$ cat config.mk
export PLATFORM = sky130hd
export DESIGN_NAME = fpu_ss_top
export DESIGN_NICKNAME = d
export VERILOG_FILES = /design/src/fpu_ss_pkg.sv /design/src/fpu_ss_regfile.sv /design/src/fpu_ss_issue.sv /design/src/fpu_ss_sgnj_unit.sv /design/src/fpu_ss_lsu.sv /design/src/fpu_ss_wb_arbiter.sv /design/src/fpu_ss_top.sv
export VERILOG_INCLUDE_DIRS = /design/src
export SDC_FILE = /design/constraint.sdc
export NUM_CORES = 2
export LEC_CHECK = 0
export CORE_UTILIZATION = 35
export DETAILED_ROUTE_END_ITERATION = 16
export DONT_BUFFER_PORTS = 1
export GPL_TIMING_DRIVEN = 0
export PLACE_DENSITY = 0.58
export SETUP_SLACK_MARGIN = 0.1
export SKIP_CTS_REPAIR_TIMING = 1
export SLEW_MARGIN = 30
export SYNTH_ARGS = -nofsm -noshare
export SYNTH_HDL_FRONTEND = slang
export SYNTH_HIERARCHICAL = 1
export SYNTH_SLANG_ARGS = --single-unit
$ cat constraint.sdc
create_clock -name clk_i -period 6.54 [get_ports clk_i]
set_clock_uncertainty 0.1 [all_clocks]
set_input_delay 0.327 -clock clk_i [delete_from_list [all_inputs] [get_ports clk_i]]
set_output_delay 0.327 -clock clk_i [all_outputs]
set_load 0.005 [all_outputs]
$ cat src/fpu_ss_defines.svh
`ifndef FPU_SS_DEFINES_SVH
`define FPU_SS_DEFINES_SVH

// number of private fp registers
`define FPU_SS_NUM_FPR 32

// --------------------
// major opcodes
// --------------------
`define FPU_SS_OPC_LOAD_FP  7'b0000111
`define FPU_SS_OPC_STORE_FP 7'b0100111
`define FPU_SS_OPC_OP_FP    7'b1010011

// funct7 of the supported op-fp forms
`define FPU_SS_F7_SGNJ   7'b0010000
`define FPU_SS_F7_FMV_XW 7'b1110000

// funct3 values
`define FPU_SS_F3_SGNJ  3'b000
`define FPU_SS_F3_SGNJN 3'b001
`define FPU_SS_F3_SGNJX 3'b010
`define FPU_SS_F3_FMV   3'b000
// word width for flw and fsw
`define FPU_SS_F3_W     3'b010

// axi response code
`define FPU_SS_AXI_OKAY 2'b00

`endif

$ cat src/fpu_ss_pkg.sv
`default_nettype none

package fpu_ss_pkg;

  // --------------------
  // widths
  // --------------------
  typedef logic [31:0] word_t;
  typedef logic [4:0]  fpr_addr_t;
  typedef logic [3:0]  instr_id_t;
  typedef logic [1:0]  axi_resp_t;

  // sign-injection unit operations
  typedef enum logic [1:0] {
    SGNJ,
    SGNJN,
    SGNJX,
    MV_XW
  } sgnj_op_e;

  // load/store fsm
  typedef enum logic [2:0] {
    IDLE,
    AR,
    R,
    AW_W,
    B
  } lsu_state_e;

  // --------------------
  // channel payloads
  // --------------------
  // offloaded instruction from the core
  typedef struct packed {
    word_t     instr;
    word_t     rs1;
    instr_id_t id;
  } issue_req_t;

  typedef struct packed {
    sgnj_op_e  op;
    word_t     a;
    word_t     b;
    fpr_addr_t rd;
    instr_id_t id;
  } sgnj_cmd_t;

  typedef struct packed {
    logic      is_store;
    word_t     addr;
    word_t     wdata;
    fpr_addr_t rd;
    instr_id_t id;
  } lsu_cmd_t;

  // result offer of one unit
  typedef struct packed {
    logic      fpr_we;
    fpr_addr_t rd;
    word_t     data;
    instr_id_t id;
    logic      err;
  } wb_req_t;

  // we is the integer rd write
  typedef struct packed {
    instr_id_t id;
    word_t     data;
    logic      we;
    logic      err;
  } result_t;

  // axi4-lite payloads
  typedef struct packed {
    word_t addr;
  } axi_aw_t;

  typedef struct packed {
    word_t      data;
    logic [3:0] strb;
  } axi_w_t;

  typedef struct packed {
    word_t addr;
  } axi_ar_t;

  typedef struct packed {
    word_t     rdata;
    axi_resp_t resp;
  } axi_r_t;

endpackage

`default_nettype wire

$ cat src/fpu_ss_regfile.sv
`timescale 1ns/1ps
`default_nettype none

`include "fpu_ss_defines.svh"

module fpu_ss_regfile
  import fpu_ss_pkg::*;
(
  input  wire logic      clk_i,
  input  wire logic      rst_i,
  // two read ports, operand a and b
  input  wire fpr_addr_t raddr_a_i,
  input  wire fpr_addr_t raddr_b_i,
  output word_t          rdata_a_o,
  output word_t          rdata_b_o,
  // single write port from the arbiter
  input  wire logic      we_i,
  input  wire fpr_addr_t waddr_i,
  input  wire word_t     wdata_i
);

  word_t regs [`FPU_SS_NUM_FPR];

  // all registers read zero after reset
  always_ff @(posedge clk_i) begin
    if (rst_i) begin
      for (int i = 0; i < `FPU_SS_NUM_FPR; i++) begin
        regs[i] <= '0;
      end
    end else if (we_i) begin
      regs[waddr_i] <= wdata_i;
    end
  end

  // old value seen in the write cycle
  assign rdata_a_o = regs[raddr_a_i];
  assign rdata_b_o = regs[raddr_b_i];

endmodule

`default_nettype wire

$ cat src/fpu_ss_issue.sv
`timescale 1ns/1ps
`default_nettype none

`include "fpu_ss_defines.svh"

module fpu_ss_issue
  import fpu_ss_pkg::*;
(
  input  wire logic       clk_i,
  input  wire logic       rst_i,
  // issue port
  input  wire logic       issue_valid_i,
  input  wire issue_req_t issue_req_i,
  output logic            issue_ready_o,
  output logic            issue_accept_o,
  // register file reads
  output fpr_addr_t       raddr_a_o,
  output fpr_addr_t       raddr_b_o,
  input  wire word_t      rdata_a_i,
  input  wire word_t      rdata_b_i,
  // command channels
  output logic            sgnj_valid_o,
  output sgnj_cmd_t       sgnj_cmd_o,
  input  wire logic       sgnj_ready_i,
  output logic            lsu_valid_o,
  output lsu_cmd_t        lsu_cmd_o,
  input  wire logic       lsu_ready_i,
  // fp write-back retire
  input  wire logic       retire_i,
  input  wire fpr_addr_t  retire_rd_i
);

  logic [6:0] opcode;
  logic [6:0] funct7;
  logic [2:0] funct3;
  fpr_addr_t  rd;
  fpr_addr_t  rs1;
  fpr_addr_t  rs2;
  logic       is_load;
  logic       is_store;
  logic       is_sgnj;
  logic       is_fmv;
  logic       unit_ready;
  logic       hazard;
  logic       fire;
  word_t      imm;
  sgnj_op_e   op;
  // issue enable, raised once out of reset
  logic       run_q;
  // one pending fp destination per unit
  logic       sgnj_pend_q;
  fpr_addr_t  sgnj_pend_rd_q;
  logic       lsu_pend_q;
  fpr_addr_t  lsu_pend_rd_q;

  // in-flight writer to the given register
  function automatic logic pend_hit(input fpr_addr_t r);
    return (sgnj_pend_q && sgnj_pend_rd_q == r) || (lsu_pend_q && lsu_pend_rd_q == r);
  endfunction

  // --------------------
  // decode
  // --------------------
  assign opcode = issue_req_i.instr[6:0];
  assign rd     = issue_req_i.instr[11:7];
  assign funct3 = issue_req_i.instr[14:12];
  assign rs1    = issue_req_i.instr[19:15];
  assign rs2    = issue_req_i.instr[24:20];
  assign funct7 = issue_req_i.instr[31:25];

  assign is_load  = opcode == `FPU_SS_OPC_LOAD_FP && funct3 == `FPU_SS_F3_W;
  assign is_store = opcode == `FPU_SS_OPC_STORE_FP && funct3 == `FPU_SS_F3_W;
  assign is_sgnj  = opcode == `FPU_SS_OPC_OP_FP && funct7 == `FPU_SS_F7_SGNJ &&
                    (funct3 == `FPU_SS_F3_SGNJ || funct3 == `FPU_SS_F3_SGNJN ||
                     funct3 == `FPU_SS_F3_SGNJX);
  // fmv.x.w needs rs2 zero
  assign is_fmv   = opcode == `FPU_SS_OPC_OP_FP && funct7 == `FPU_SS_F7_FMV_XW &&
                    funct3 == `FPU_SS_F3_FMV && rs2 == '0;

  assign issue_accept_o = is_load | is_store | is_sgnj | is_fmv;

  always_comb begin
    op = MV_XW;
    if (is_sgnj) begin
      case (funct3)
        `FPU_SS_F3_SGNJN: op = SGNJN;
        `FPU_SS_F3_SGNJX: op = SGNJX;
        default:          op = SGNJ;
      endcase
    end
  end

  // sign-extended s or i immediate
  assign imm = is_store ? {{20{funct7[6]}}, funct7, rd} : {{20{funct7[6]}}, funct7, rs2};

  // --------------------
  // hazards and ready
  // --------------------
  // sources a=rs1 (sgnj, fmv), b=rs2 (sgnj, fsw), dest rd (sgnj, flw)
  assign hazard = ((is_sgnj | is_fmv) && pend_hit(rs1)) ||
                  ((is_sgnj | is_store) && pend_hit(rs2)) ||
                  ((is_sgnj | is_load) && pend_hit(rd));

  assign unit_ready = (is_load | is_store) ? lsu_ready_i : sgnj_ready_i;

  // rejected instructions complete their handshake right away
  assign issue_ready_o = run_q & (~issue_accept_o | (unit_ready & ~hazard));
  assign fire          = issue_valid_i & issue_ready_o & issue_accept_o;

  // --------------------
  // dispatch
  // --------------------
  assign raddr_a_o = rs1;
  assign raddr_b_o = rs2;

  assign sgnj_valid_o  = fire & (is_sgnj | is_fmv);
  assign sgnj_cmd_o.op = op;
  assign sgnj_cmd_o.a  = rdata_a_i;
  assign sgnj_cmd_o.b  = rdata_b_i;
  assign sgnj_cmd_o.rd = rd;
  assign sgnj_cmd_o.id = issue_req_i.id;

  assign lsu_valid_o        = fire & (is_load | is_store);
  assign lsu_cmd_o.is_store = is_store;
  assign lsu_cmd_o.addr     = issue_req_i.rs1 + imm;
  assign lsu_cmd_o.wdata    = rdata_b_i;
  assign lsu_cmd_o.rd       = rd;
  assign lsu_cmd_o.id       = issue_req_i.id;

  // set at dispatch, cleared on retire of a matching rd
  always_ff @(posedge clk_i) begin
    if (rst_i) begin
      run_q       <= 1'b0;
      sgnj_pend_q <= 1'b0;
      lsu_pend_q  <= 1'b0;
    end else begin
      run_q <= 1'b1;
      if (retire_i && sgnj_pend_rd_q == retire_rd_i) begin
        sgnj_pend_q <= 1'b0;
      end
      if (retire_i && lsu_pend_rd_q == retire_rd_i) begin
        lsu_pend_q <= 1'b0;
      end
      // fmv.x.w and fsw write no fp register
      if (sgnj_valid_o && is_sgnj) begin
        sgnj_pend_q <= 1'b1;
      end
      if (lsu_valid_o && is_load) begin
        lsu_pend_q <= 1'b1;
      end
    end
  end

  always_ff @(posedge clk_i) begin
    if (sgnj_valid_o) begin
      sgnj_pend_rd_q <= rd;
    end
    if (lsu_valid_o) begin
      lsu_pend_rd_q <= rd;
    end
  end

endmodule

`default_nettype wire

$ cat src/fpu_ss_sgnj_unit.sv
`timescale 1ns/1ps
`default_nettype none

module fpu_ss_sgnj_unit
  import fpu_ss_pkg::*;
(
  input  wire logic      clk_i,
  input  wire logic      rst_i,
  // command from issue
  input  wire logic      cmd_valid_i,
  input  wire sgnj_cmd_t cmd_i,
  output logic           cmd_ready_o,
  // offer to the arbiter
  output logic           wb_valid_o,
  output wb_req_t        wb_o,
  input  wire logic      done_i
);

  logic    wb_valid_q;
  wb_req_t wb_q;
  word_t   res;

  // magnitude from a, sign by operation
  always_comb begin
    case (cmd_i.op)
      SGNJ:    res = {cmd_i.b[31], cmd_i.a[30:0]};
      SGNJN:   res = {~cmd_i.b[31], cmd_i.a[30:0]};
      SGNJX:   res = {cmd_i.a[31] ^ cmd_i.b[31], cmd_i.a[30:0]};
      default: res = cmd_i.a;
    endcase
  end

  // idle while no offer is held
  assign cmd_ready_o = ~wb_valid_q;

  always_ff @(posedge clk_i) begin
    if (rst_i) begin
      wb_valid_q <= 1'b0;
    end else if (cmd_valid_i && cmd_ready_o) begin
      wb_valid_q <= 1'b1;
    end else if (done_i) begin
      wb_valid_q <= 1'b0;
    end
  end

  // result held until the arbiter takes it
  always_ff @(posedge clk_i) begin
    if (cmd_valid_i && cmd_ready_o) begin
      // fmv.x.w goes to the integer side only
      wb_q.fpr_we <= cmd_i.op != MV_XW;
      wb_q.rd     <= cmd_i.rd;
      wb_q.data   <= res;
      wb_q.id     <= cmd_i.id;
      wb_q.err    <= 1'b0;
    end
  end

  assign wb_valid_o = wb_valid_q;
  assign wb_o       = wb_q;

endmodule

`default_nettype wire

$ cat src/fpu_ss_lsu.sv
`timescale 1ns/1ps
`default_nettype none

`include "fpu_ss_defines.svh"

module fpu_ss_lsu
  import fpu_ss_pkg::*;
(
  input  wire logic      clk_i,
  input  wire logic      rst_i,
  // command from issue
  input  wire logic      cmd_valid_i,
  input  wire lsu_cmd_t  cmd_i,
  output logic           cmd_ready_o,
  // offer to the arbiter
  output logic           wb_valid_o,
  output wb_req_t        wb_o,
  input  wire logic      done_i,
  // axi4-lite master
  output logic           axi_awvalid_o,
  input  wire logic      axi_awready_i,
  output axi_aw_t        axi_aw_o,
  output logic           axi_wvalid_o,
  input  wire logic      axi_wready_i,
  output axi_w_t         axi_w_o,
  input  wire logic      axi_bvalid_i,
  output logic           axi_bready_o,
  input  wire axi_resp_t axi_bresp_i,
  output logic           axi_arvalid_o,
  input  wire logic      axi_arready_i,
  output axi_ar_t        axi_ar_o,
  input  wire logic      axi_rvalid_i,
  output logic           axi_rready_o,
  input  wire axi_r_t    axi_r_i
);

  lsu_state_e state_q;
  // aw and w still owed in AW_W
  logic       aw_pend_q;
  logic       w_pend_q;
  logic       wb_valid_q;
  wb_req_t    wb_q;
  word_t      addr_q;
  word_t      wdata_q;
  logic       aw_hs;
  logic       w_hs;

  assign cmd_ready_o = state_q == IDLE && ~wb_valid_q;

  // --------------------
  // axi channels
  // --------------------
  assign axi_arvalid_o = state_q == AR;
  assign axi_rready_o  = state_q == R;
  assign axi_awvalid_o = state_q == AW_W && aw_pend_q;
  assign axi_wvalid_o  = state_q == AW_W && w_pend_q;
  assign axi_bready_o  = state_q == B;

  assign axi_ar_o.addr = addr_q;
  assign axi_aw_o.addr = addr_q;
  // full word stores only
  assign axi_w_o.data  = wdata_q;
  assign axi_w_o.strb  = 4'hf;

  assign aw_hs = axi_awvalid_o & axi_awready_i;
  assign w_hs  = axi_wvalid_o & axi_wready_i;

  // --------------------
  // fsm
  // --------------------
  always_ff @(posedge clk_i) begin
    if (rst_i) begin
      state_q    <= IDLE;
      aw_pend_q  <= 1'b0;
      w_pend_q   <= 1'b0;
      wb_valid_q <= 1'b0;
    end else begin
      if (done_i) begin
        wb_valid_q <= 1'b0;
      end
      case (state_q)
        IDLE: begin
          if (cmd_valid_i && cmd_ready_o) begin
            state_q   <= cmd_i.is_store ? AW_W : AR;
            aw_pend_q <= cmd_i.is_store;
            w_pend_q  <= cmd_i.is_store;
          end
        end
        AR: begin
          if (axi_arready_i) begin
            state_q <= R;
          end
        end
        R: begin
          if (axi_rvalid_i) begin
            state_q    <= IDLE;
            wb_valid_q <= 1'b1;
          end
        end
        AW_W: begin
          if (aw_hs) begin
            aw_pend_q <= 1'b0;
          end
          if (w_hs) begin
            w_pend_q <= 1'b0;
          end
          // both channels done, this cycle or earlier
          if ((~aw_pend_q | aw_hs) && (~w_pend_q | w_hs)) begin
            state_q <= B;
          end
        end
        B: begin
          if (axi_bvalid_i) begin
            state_q    <= IDLE;
            wb_valid_q <= 1'b1;
          end
        end
        default: state_q <= IDLE;
      endcase
    end
  end

  // request and offer payload
  always_ff @(posedge clk_i) begin
    if (state_q == IDLE && cmd_valid_i && cmd_ready_o) begin
      addr_q  <= cmd_i.addr;
      wdata_q <= cmd_i.wdata;
      wb_q.rd <= cmd_i.rd;
      wb_q.id <= cmd_i.id;
    end
    if (state_q == R && axi_rvalid_i) begin
      // failed load leaves rd untouched
      wb_q.fpr_we <= axi_r_i.resp == `FPU_SS_AXI_OKAY;
      wb_q.data   <= axi_r_i.rdata;
      wb_q.err    <= axi_r_i.resp != `FPU_SS_AXI_OKAY;
    end
    if (state_q == B && axi_bvalid_i) begin
      wb_q.fpr_we <= 1'b0;
      wb_q.data   <= '0;
      wb_q.err    <= axi_bresp_i != `FPU_SS_AXI_OKAY;
    end
  end

  assign wb_valid_o = wb_valid_q;
  assign wb_o       = wb_q;

endmodule

`default_nettype wire

$ cat src/fpu_ss_wb_arbiter.sv
`timescale 1ns/1ps
`default_nettype none

module fpu_ss_wb_arbiter
  import fpu_ss_pkg::*;
(
  // unit offers
  input  wire logic    lsu_valid_i,
  input  wire wb_req_t lsu_wb_i,
  output logic         lsu_done_o,
  input  wire logic    sgnj_valid_i,
  input  wire wb_req_t sgnj_wb_i,
  output logic         sgnj_done_o,
  // fp register write port
  output logic         fpr_we_o,
  output fpr_addr_t    fpr_waddr_o,
  output word_t        fpr_wdata_o,
  // result port
  output logic         result_valid_o,
  input  wire logic    result_ready_i,
  output result_t      result_o,
  // retire to issue
  output logic         retire_o,
  output fpr_addr_t    retire_rd_o
);

  wb_req_t win;
  logic    fire;
  logic    int_we;

  // load/store unit has priority
  assign win = lsu_valid_i ? lsu_wb_i : sgnj_wb_i;

  assign result_valid_o = lsu_valid_i | sgnj_valid_i;
  assign fire           = result_valid_o & result_ready_i;

  // done releases the winning offer
  assign lsu_done_o  = fire & lsu_valid_i;
  assign sgnj_done_o = fire & ~lsu_valid_i;

  // integer rd write only for fmv.x.w
  assign int_we = sgnj_valid_i & ~lsu_valid_i & ~sgnj_wb_i.fpr_we;

  assign result_o.id   = win.id;
  // data only goes back with an integer write
  assign result_o.data = int_we ? win.data : '0;
  assign result_o.we   = int_we;
  assign result_o.err  = win.err;

  // register write once, on the result handshake
  assign fpr_we_o    = fire & win.fpr_we;
  assign fpr_waddr_o = win.rd;
  assign fpr_wdata_o = win.data;

  assign retire_o    = fpr_we_o;
  assign retire_rd_o = win.rd;

endmodule

`default_nettype wire

$ cat src/fpu_ss_top.sv
`timescale 1ns/1ps
`default_nettype none

module fpu_ss_top
  import fpu_ss_pkg::*;
(
  input  wire logic       clk_i,
  input  wire logic       rst_i,
  // issue port
  input  wire logic       issue_valid_i,
  input  wire issue_req_t issue_req_i,
  output logic            issue_ready_o,
  output logic            issue_accept_o,
  // result port
  output logic            result_valid_o,
  input  wire logic       result_ready_i,
  output result_t         result_o,
  // axi4-lite master
  output logic            axi_awvalid_o,
  input  wire logic       axi_awready_i,
  output axi_aw_t         axi_aw_o,
  output logic            axi_wvalid_o,
  input  wire logic       axi_wready_i,
  output axi_w_t          axi_w_o,
  input  wire logic       axi_bvalid_i,
  output logic            axi_bready_o,
  input  wire axi_resp_t  axi_bresp_i,
  output logic            axi_arvalid_o,
  input  wire logic       axi_arready_i,
  output axi_ar_t         axi_ar_o,
  input  wire logic       axi_rvalid_i,
  output logic            axi_rready_o,
  input  wire axi_r_t     axi_r_i
);

  // register file reads
  fpr_addr_t raddr_a;
  fpr_addr_t raddr_b;
  word_t     rdata_a;
  word_t     rdata_b;
  // command channels
  logic      sgnj_valid;
  logic      sgnj_ready;
  sgnj_cmd_t sgnj_cmd;
  logic      lsu_valid;
  logic      lsu_ready;
  lsu_cmd_t  lsu_cmd;
  // unit offers
  logic      sgnj_wb_valid;
  wb_req_t   sgnj_wb;
  logic      sgnj_done;
  logic      lsu_wb_valid;
  wb_req_t   lsu_wb;
  logic      lsu_done;
  // write-back
  logic      fpr_we;
  fpr_addr_t fpr_waddr;
  word_t     fpr_wdata;
  logic      retire;
  fpr_addr_t retire_rd;

  // --------------------
  // front end
  // --------------------
  fpu_ss_issue fpu_ss_issue_inst (
    .clk_i          (clk_i),
    .rst_i          (rst_i),
    .issue_valid_i  (issue_valid_i),
    .issue_req_i    (issue_req_i),
    .issue_ready_o  (issue_ready_o),
    .issue_accept_o (issue_accept_o),
    .raddr_a_o      (raddr_a),
    .raddr_b_o      (raddr_b),
    .rdata_a_i      (rdata_a),
    .rdata_b_i      (rdata_b),
    .sgnj_valid_o   (sgnj_valid),
    .sgnj_cmd_o     (sgnj_cmd),
    .sgnj_ready_i   (sgnj_ready),
    .lsu_valid_o    (lsu_valid),
    .lsu_cmd_o      (lsu_cmd),
    .lsu_ready_i    (lsu_ready),
    .retire_i       (retire),
    .retire_rd_i    (retire_rd)
  );

  fpu_ss_regfile fpu_ss_regfile_inst (
    .clk_i     (clk_i),
    .rst_i     (rst_i),
    .raddr_a_i (raddr_a),
    .raddr_b_i (raddr_b),
    .rdata_a_o (rdata_a),
    .rdata_b_o (rdata_b),
    .we_i      (fpr_we),
    .waddr_i   (fpr_waddr),
    .wdata_i   (fpr_wdata)
  );

  // --------------------
  // execution units
  // --------------------
  fpu_ss_sgnj_unit fpu_ss_sgnj_unit_inst (
    .clk_i       (clk_i),
    .rst_i       (rst_i),
    .cmd_valid_i (sgnj_valid),
    .cmd_i       (sgnj_cmd),
    .cmd_ready_o (sgnj_ready),
    .wb_valid_o  (sgnj_wb_valid),
    .wb_o        (sgnj_wb),
    .done_i      (sgnj_done)
  );

  fpu_ss_lsu fpu_ss_lsu_inst (
    .clk_i         (clk_i),
    .rst_i         (rst_i),
    .cmd_valid_i   (lsu_valid),
    .cmd_i         (lsu_cmd),
    .cmd_ready_o   (lsu_ready),
    .wb_valid_o    (lsu_wb_valid),
    .wb_o          (lsu_wb),
    .done_i        (lsu_done),
    .axi_awvalid_o (axi_awvalid_o),
    .axi_awready_i (axi_awready_i),
    .axi_aw_o      (axi_aw_o),
    .axi_wvalid_o  (axi_wvalid_o),
    .axi_wready_i  (axi_wready_i),
    .axi_w_o       (axi_w_o),
    .axi_bvalid_i  (axi_bvalid_i),
    .axi_bready_o  (axi_bready_o),
    .axi_bresp_i   (axi_bresp_i),
    .axi_arvalid_o (axi_arvalid_o),
    .axi_arready_i (axi_arready_i),
    .axi_ar_o      (axi_ar_o),
    .axi_rvalid_i  (axi_rvalid_i),
    .axi_rready_o  (axi_rready_o),
    .axi_r_i       (axi_r_i)
  );

  // shared write port and result port
  fpu_ss_wb_arbiter fpu_ss_wb_arbiter_inst (
    .lsu_valid_i    (lsu_wb_valid),
    .lsu_wb_i       (lsu_wb),
    .lsu_done_o     (lsu_done),
    .sgnj_valid_i   (sgnj_wb_valid),
    .sgnj_wb_i      (sgnj_wb),
    .sgnj_done_o    (sgnj_done),
    .fpr_we_o       (fpr_we),
    .fpr_waddr_o    (fpr_waddr),
    .fpr_wdata_o    (fpr_wdata),
    .result_valid_o (result_valid_o),
    .result_ready_i (result_ready_i),
    .result_o       (result_o),
    .retire_o       (retire),
    .retire_rd_o    (retire_rd)
  );

endmodule

`default_nettype wire

# ---- Word level (Yosys, flattened, before mapping)
# Memories as Yosys holds them, arrays and structs flattened.
# Cells that the tools add are included.
dict set report classes {
  n_addsub 1
  mul 0
  div 0
  n_lt_le_gt_ge 0
  n_eq_ne 29
  shift 0
  mux 40
  bitwise 33
  n_reduce_logical 53
}
# cell count
set op_table {}
lappend op_table {{$pmux W32 S3} 1}
lappend op_table {{$mux W32} 2}
lappend op_table {{$mux W43} 1}
lappend op_table {{$eq A5 B5 Y1} 8}
lappend op_table {{$add A32 B32 Y32} 1}
lappend op_table {{$reduce_or A32 Y1} 1}
lappend op_table {{$logic_and A1 B1 Y1} 30}
lappend op_table {{$mux W1} 22}
lappend op_table {{$mux W3} 5}
lappend op_table {{$pmux W3 S5} 1}
lappend op_table {{$and A1 B1 Y1} 14}
lappend op_table {{$eq A7 B7 Y1 const B} 2}
lappend op_table {{$reduce_bool A2 Y1} 7}
lappend op_table {{$mux W5} 2}
lappend op_table {{$ne A2 B2 Y1 const B} 5}
lappend op_table {{$or A1 B1 Y1} 10}
lappend op_table {{$eq A3 B2 Y1 const B} 3}
lappend op_table {{$not A1 Y1} 8}
lappend op_table {{$eq A7 B3 Y1 const B} 1}
lappend op_table {{$eq A7 B5 Y1 const B} 1}
lappend op_table {{$eq A7 B6 Y1 const B} 1}
lappend op_table {{$logic_or A1 B1 Y1} 7}
lappend op_table {{$eq A3 B1 Y1 const B} 2}
lappend op_table {{$logic_not A3 Y1} 2}
lappend op_table {{other kinds (12)} 19}
dict set report totals {
  ff_bits 169
  latchBits 0
  mem_bits_rw 1024
  mem_bits_ro 0
  input_bits 113
  output_inout_bits 146
  n_memories 1
}
# memory depth word_bits read_ports rd_clocked_by_memory_dff write_ports line
set mem_list {}
lappend mem_list {fpu_ss_regfile_inst.regs 32 32 2 0 32 fpu_ss_regfile.sv:22} ;# word_t regs [`FPU_SS_NUM_FPR];

# ---- Logic depth before layout (Yosys ltp)
dict set report logic_depth {
  depth_word 18
  depth_mapped 15
}

# ---- Cells and area by module
# The synthesis kept the hierarchy.
# module instances cells_per_inst area_per_inst_um2
set modules_own_cells {}
lappend modules_own_cells {fpu_ss_regfile 1 4640 56466.7}
lappend modules_own_cells {fpu_ss_lsu 1 310 4307.9}
lappend modules_own_cells {fpu_ss_issue 1 500 3799.9}
lappend modules_own_cells {fpu_ss_sgnj_unit 1 55 1361.3}
lappend modules_own_cells {fpu_ss_wb_arbiter 1 96 917.1}

# ---- Least setup slack after synthesis
# Ideal clock, no wire load.
dict set report synth_timing {
  path_type {input -> register}
  from {input issue_req_i[48] (netlist bit)}
  to {register fpu_ss_lsu_inst.aw_pend_q}
  setup_ps 117
  arrival_time_ps 4509
  required_ps 6323
  path_slack_ps 1814
  stages 10
  n_path_buf 1
  path_cell_list {or3b_1 nor4_1 o211a_1 o221a_4 nand3_2 nor2_1 and3_1 clkbuf_1 nand3b_1 o31ai_1}
}
dict set report synth_via {
  elab_chain_len 18
  word_cells_on_any_way 35
  classes_between {3 x eq/ne; 3 x mux; 14 x bitwise; 15 x reduce/logical}
}
# element line
set synth_lines {}
lappend synth_lines {{start, declared} fpu_ss_top.sv:11} ;# input wire issue_req_t issue_req_i,
lappend synth_lines {{$eq A3 B1 Y1 (no line) / $logic_not A3 Y1 (equally long branches)} --}
lappend synth_lines {{$logic_or A1 B1 Y1 (no line) (2 in series)} --}
lappend synth_lines {{$logic_and A1 B1 Y1} fpu_ss_issue.sv:73} ;# assign is_sgnj = opcode == `FPU_SS_OPC_OP_FP && funct7 == `FPU_SS_F7_SGNJ &&
lappend synth_lines {{$or A1 B1 Y1 (on tied branches)} {fpu_ss_issue.sv:100, fpu_ss_issue.sv:101}}
lappend synth_lines {{$logic_and A1 B1 Y1 (on tied branches)} {fpu_ss_issue.sv:100, fpu_ss_issue.sv:101}}
lappend synth_lines {{$logic_or A1 B1 Y1} fpu_ss_issue.sv:100} ;# assign hazard = ((is_sgnj | is_fmv) && pend_hit(rs1)) ||
lappend synth_lines {{$logic_or A1 B1 Y1} fpu_ss_issue.sv:101} ;# ((is_sgnj | is_store) && pend_hit(rs2)) ||
lappend synth_lines {{$not A1 Y1} fpu_ss_issue.sv:107} ;# assign issue_ready_o = run_q & (~issue_accept_o | (unit_ready & ~hazard));
lappend synth_lines {{$and A1 B1 Y1} fpu_ss_issue.sv:107}
lappend synth_lines {{$or A1 B1 Y1} fpu_ss_issue.sv:107}
lappend synth_lines {{$and A1 B1 Y1} fpu_ss_issue.sv:107}
lappend synth_lines {{$and A1 B1 Y1 (2 in series)} fpu_ss_issue.sv:108} ;# assign fire = issue_valid_i & issue_ready_o & issue_accept_o;
lappend synth_lines {{$and A1 B1 Y1 *} fpu_ss_issue.sv:123} ;# assign lsu_valid_o = fire & (is_load | is_store);
lappend synth_lines {{via lsu_valid} fpu_ss_top.sv:45} ;# logic lsu_valid;
lappend synth_lines {{$logic_and A1 B1 Y1 *} fpu_ss_lsu.sv:83} ;# if (cmd_valid_i && cmd_ready_o) begin
lappend synth_lines {{$ne A2 B2 Y1 (no line) *} --}
lappend synth_lines {{$reduce_and A3 Y1 (no line) *} --}
lappend synth_lines {{end signal, assigned} fpu_ss_lsu.sv:85} ;# aw_pend_q <= cmd_i.is_store;
lappend synth_lines {{end, declared} fpu_ss_lsu.sv:39} ;# logic aw_pend_q;
# The timed path passes the listed nets; every way through them passes the cells marked *. The select of a mux whose other input is x is not followed.
# A chain may end at the register's enable or synchronous reset.

# ---- Worst setup path after layout
dict set report layout_timing {
  from {input issue_req_i[67] (netlist bit)}
  to {register fpu_ss_lsu_inst.w_pend_q}
}
dict set report layout_via {
  elab_chain_len 18
  word_cells_on_any_way 28
  classes_between {3 x eq/ne; 13 x bitwise; 12 x reduce/logical}
}
# element line
set layout_lines {}
lappend layout_lines {{$eq A7 B7 Y1 (no line)} --}
lappend layout_lines {{$logic_and A1 B1 Y1 (no line) (2 in series)} --}
lappend layout_lines {{$logic_and A1 B1 Y1} fpu_ss_issue.sv:77} ;# assign is_fmv = opcode == `FPU_SS_OPC_OP_FP && funct7 == `FPU_SS_F7_FMV_XW &&
lappend layout_lines {{$or A1 B1 Y1} fpu_ss_issue.sv:100}
lappend layout_lines {{$logic_and A1 B1 Y1} fpu_ss_issue.sv:100}
lappend layout_lines {{$logic_or A1 B1 Y1} fpu_ss_issue.sv:100}
lappend layout_lines {{$logic_or A1 B1 Y1} fpu_ss_issue.sv:101}
lappend layout_lines {{$not A1 Y1} fpu_ss_issue.sv:107}
lappend layout_lines {{[... 2 more ...]} --}
lappend layout_lines {{$and A1 B1 Y1} fpu_ss_issue.sv:107}
lappend layout_lines {{$and A1 B1 Y1} fpu_ss_issue.sv:108}
lappend layout_lines {{$and A1 B1 Y1 *} fpu_ss_issue.sv:108}
lappend layout_lines {{$and A1 B1 Y1 *} fpu_ss_issue.sv:123}
lappend layout_lines {{via lsu_valid} fpu_ss_top.sv:45}
lappend layout_lines {{$logic_and A1 B1 Y1 *} fpu_ss_lsu.sv:83}
lappend layout_lines {{$ne A2 B2 Y1 (no line) *} --}
lappend layout_lines {{$reduce_and A3 Y1 (no line) *} --}
lappend layout_lines {{end signal, assigned} fpu_ss_lsu.sv:86} ;# w_pend_q <= cmd_i.is_store;
lappend layout_lines {{end, declared} fpu_ss_lsu.sv:40} ;# logic w_pend_q;
# The timed path passes the listed nets; every way through them passes the cells marked *.

==> run metrics <==
status=complete, but fails checks; violated checks=negative hold slack; FF-to-FF End=fpu_ss_regfile_inst/regs[18][15]; peak supply drop=~0.00022 V; crit-path cells=dlygate4sd3_1 -> a2111oi_0 -> dlygate4sd3_1 -> and2_1 -> a21oi_2 -> o221a_4 -> nand3_2 -> nor2_1 -> and3_1 -> clkbuf_4 -> buf_12 -> o31ai_1 -> dlygate4sd3_1; largest net degree at the start of global routing=33; CP max stage cell=dlygate4sd3_1; DR vias/cell=about 5.8; Hold EP=fpu_ss_lsu_inst/axi_ar_o[30]; residual DRC count=0; measured slew at the worst slew-check pin=1.15 ns; WP data required=just over 7 ns; clk sinks=1,193; WL final=about 270 mm; Final setup viols=0; CP bufs+invs=5; TritonCTS Buffers=around 140; register area=roughly 35,000 sq um; Hold Path Depth=4; Max FO, Critical Path=25; Final nets=~6,000; Worst-Skew Late Latency=a little over 0.8 ns; Initial Utilization=between 30 and 40%; clk root buf=clkbuf_16; Slew Viols, Final=0; share of layout cells above drive strength 1=a little over an eighth; max incr delay on CP=between 1 and 1.5 ns; All-Layer GR Usage=27.1%; crit-path most repeated cell=dlygate4sd3_1; placed instance count=approximately 8,100; # IOs=between 200 and 300; fill count=about 18,000; Antenna Nets Post-Route=0; port bufs=0; R2R Path Start=fpu_ss_lsu_inst/wb_valid_o; die area=192,000 sq um; DP HPWL=around 190 mm; yosys warns=6; H-tree depth=4; CTS tree=built; GP Congestion=~0.94; Pleak=~30 nW; antenna violations before repair=22; CP startpoint kind=primary input; drt initial violations=between 6,000 and 7,000; first-pass GRT wire length=362 mm; PwrDens=about 240 nW/um^2; post-route insts no fill=8,451; CP endpoint kind=register; reg2reg path depth=7; Worst-path clk slew=approximately 0.060 ns; GRT overflow=0; vias=between 40,000 and 50,000; die span in y=approximately 440 um; Top Family by Delay on Critical Path=buffers and inverters; worst reg2reg setup slack=around 2.4 ns; area of the multi-input gates=approximately 28,000 sq um; vias in the first global route=~47,000; critical path class=in2reg; max-capacitance violation count=0; Synth Instances=roughly 5,600; Max clock buf depth=3; Period Utilization, post-route=between 60% and 70%; Post-Syn Area=66,600 sq um; Std-Cell Rows=approximately 160; Hold WS=-0.0327 ns; fin crit period=~4.2 ns; path type of the worst min-delay path=in2reg; DR pass1 iterations=6; RSZ-0062 raised after global routing=no; Die Span X=roughly 440 um; Post-Syn Area per Cell=between 10 and 15 sq um; final-report hold violation count=5; Area Growth Syn to Fin=13.5%; Max Clk Rate=between 200 and 250 MHz; hold path startpoint=issue_req_i[67]; core area=roughly 190,000 sq um; routed len/inst=approximately 32 um; worst path arrival time=4.79 ns; Max-slew headroom=between 20% and 30%
[through the flow]
stage               worst slack, ns  util, %  power, W  TNS (ns)  instance area, sq um
floorplan                      1.81        -    0.0100         0                 66600
global placement              -1.54     37.0    0.0107   -168.04                 69800
global route                   2.16     40.1    0.0189         0                 75600
detailed placement             2.27     37.2    0.0108         0                 70100
CTS                            2.62     39.5    0.0184         0                 74500
finish                         2.34     40.1    0.0184         0                 75600
[layout make-up]
type                    instances  area share (%)
repair buffers                118            1.72
clock inverters                71           0.832
flip-flops and latches       1193            46.8
clock buffers                 180            4.96
diodes                         14          0.0463
inverters                      22           0.109
plain buffers                 615            4.94
multi-input cells            3743            36.5
well taps                    2495            4.13
[layer usage]
| layer | vias up | GRT usage [%] | share of wire, % |
|---|---|---|---|
| li1 | 20707 | - | - |
| met1 | 24730 | 33.5 | 38 |
| met2 | 2852 | 41.6 | 44 |
| met3 | 753 | 6.88 | 10 |
| met4 | 24 | 17.9 | 7.5 |
| met5 | - | 0 | 0.054 |
[state kept, by name, summed over array words and instances (netlist names), 3 cells and up]
| signal | flops |
|---|---|
| fpu_ss_issue_inst/lsu_pend_rd_q | 5 |
| fpu_ss_lsu_inst/wb_o | 43 |
| fpu_ss_lsu_inst/state_q | 3 |
| fpu_ss_regfile_inst/regs | 1024 |
| fpu_ss_sgnj_unit_inst/wb_o | 42 |
| fpu_ss_issue_inst/sgnj_pend_rd_q | 5 |
| fpu_ss_lsu_inst/axi_ar_o | 32 |
| fpu_ss_lsu_inst/wdata_q | 32 |
[power by group]
part | total [W] | switching (W) | internal, W
Sequential | 0.00872 | 0.000116 | 0.00860
Clock | 0.00769 | 0.00328 | 0.00440
Combinational | 0.00204 | 0.00132 | 0.000716
[worst reg2reg max path, stage by stage (launching register included)]
cell and delay (ns):
dfxtp_1 0.40, buf_6 0.24, nand2b_1 0.17, o2bb2ai_1 0.54, and2b_1 0.33, nand3b_4 0.22
nor2_2 0.83, or2_4 0.87
[how the worst max path moves through the flow]
stage | from | endpoint | cells past startpoint
after floorplan | issue_req_i[48] | fpu_ss_lsu_inst/aw_pend_q | 10
after global placement | issue_req_i[48] | fpu_ss_sgnj_unit_inst/wb_o[19] | 7
after detailed placement | issue_req_i[48] | fpu_ss_lsu_inst/axi_ar_o[24] | 15
after CTS | fpu_ss_lsu_inst/wb_valid_o | fpu_ss_regfile_inst/regs[18][18] | 7
after global routing | issue_req_i[67] | fpu_ss_lsu_inst/w_pend_q | 13
final | issue_req_i[67] | fpu_ss_lsu_inst/w_pend_q | 13
[cells in the final DEF, fill, tap and decap left out, types with 13 or more instances in the layout]
cell type	n
a22oi_1	192
buf_4	217
buf_1	23
o21ai_0	15
mux2_2	15
dfxtp_1	43
clkbuf_16	143
a21oi_2	31
a31oi_1	67
dlygate4sd3_1	109
nand2b_1	13
nand3_1	210
clkbuf_1	221
buf_6	51
xor2_1	23
inv_1	21
a22o_1	128
or2_4	31
and2_1	1063
nor3_1	74
clkbuf_2	76
nand2_1	286
mux2_4	20
clkinv_2	17
nor2_4	14
a21oi_1	228
ha_1	31
diode_2	14
xnor2_1	39
clkinv_1	26
buf_2	53
edfxtp_1	1150
nor2_1	43
mux2i_1	1026
nand2_2	32
No activity file was read; power rests on OpenSTA's default activity.
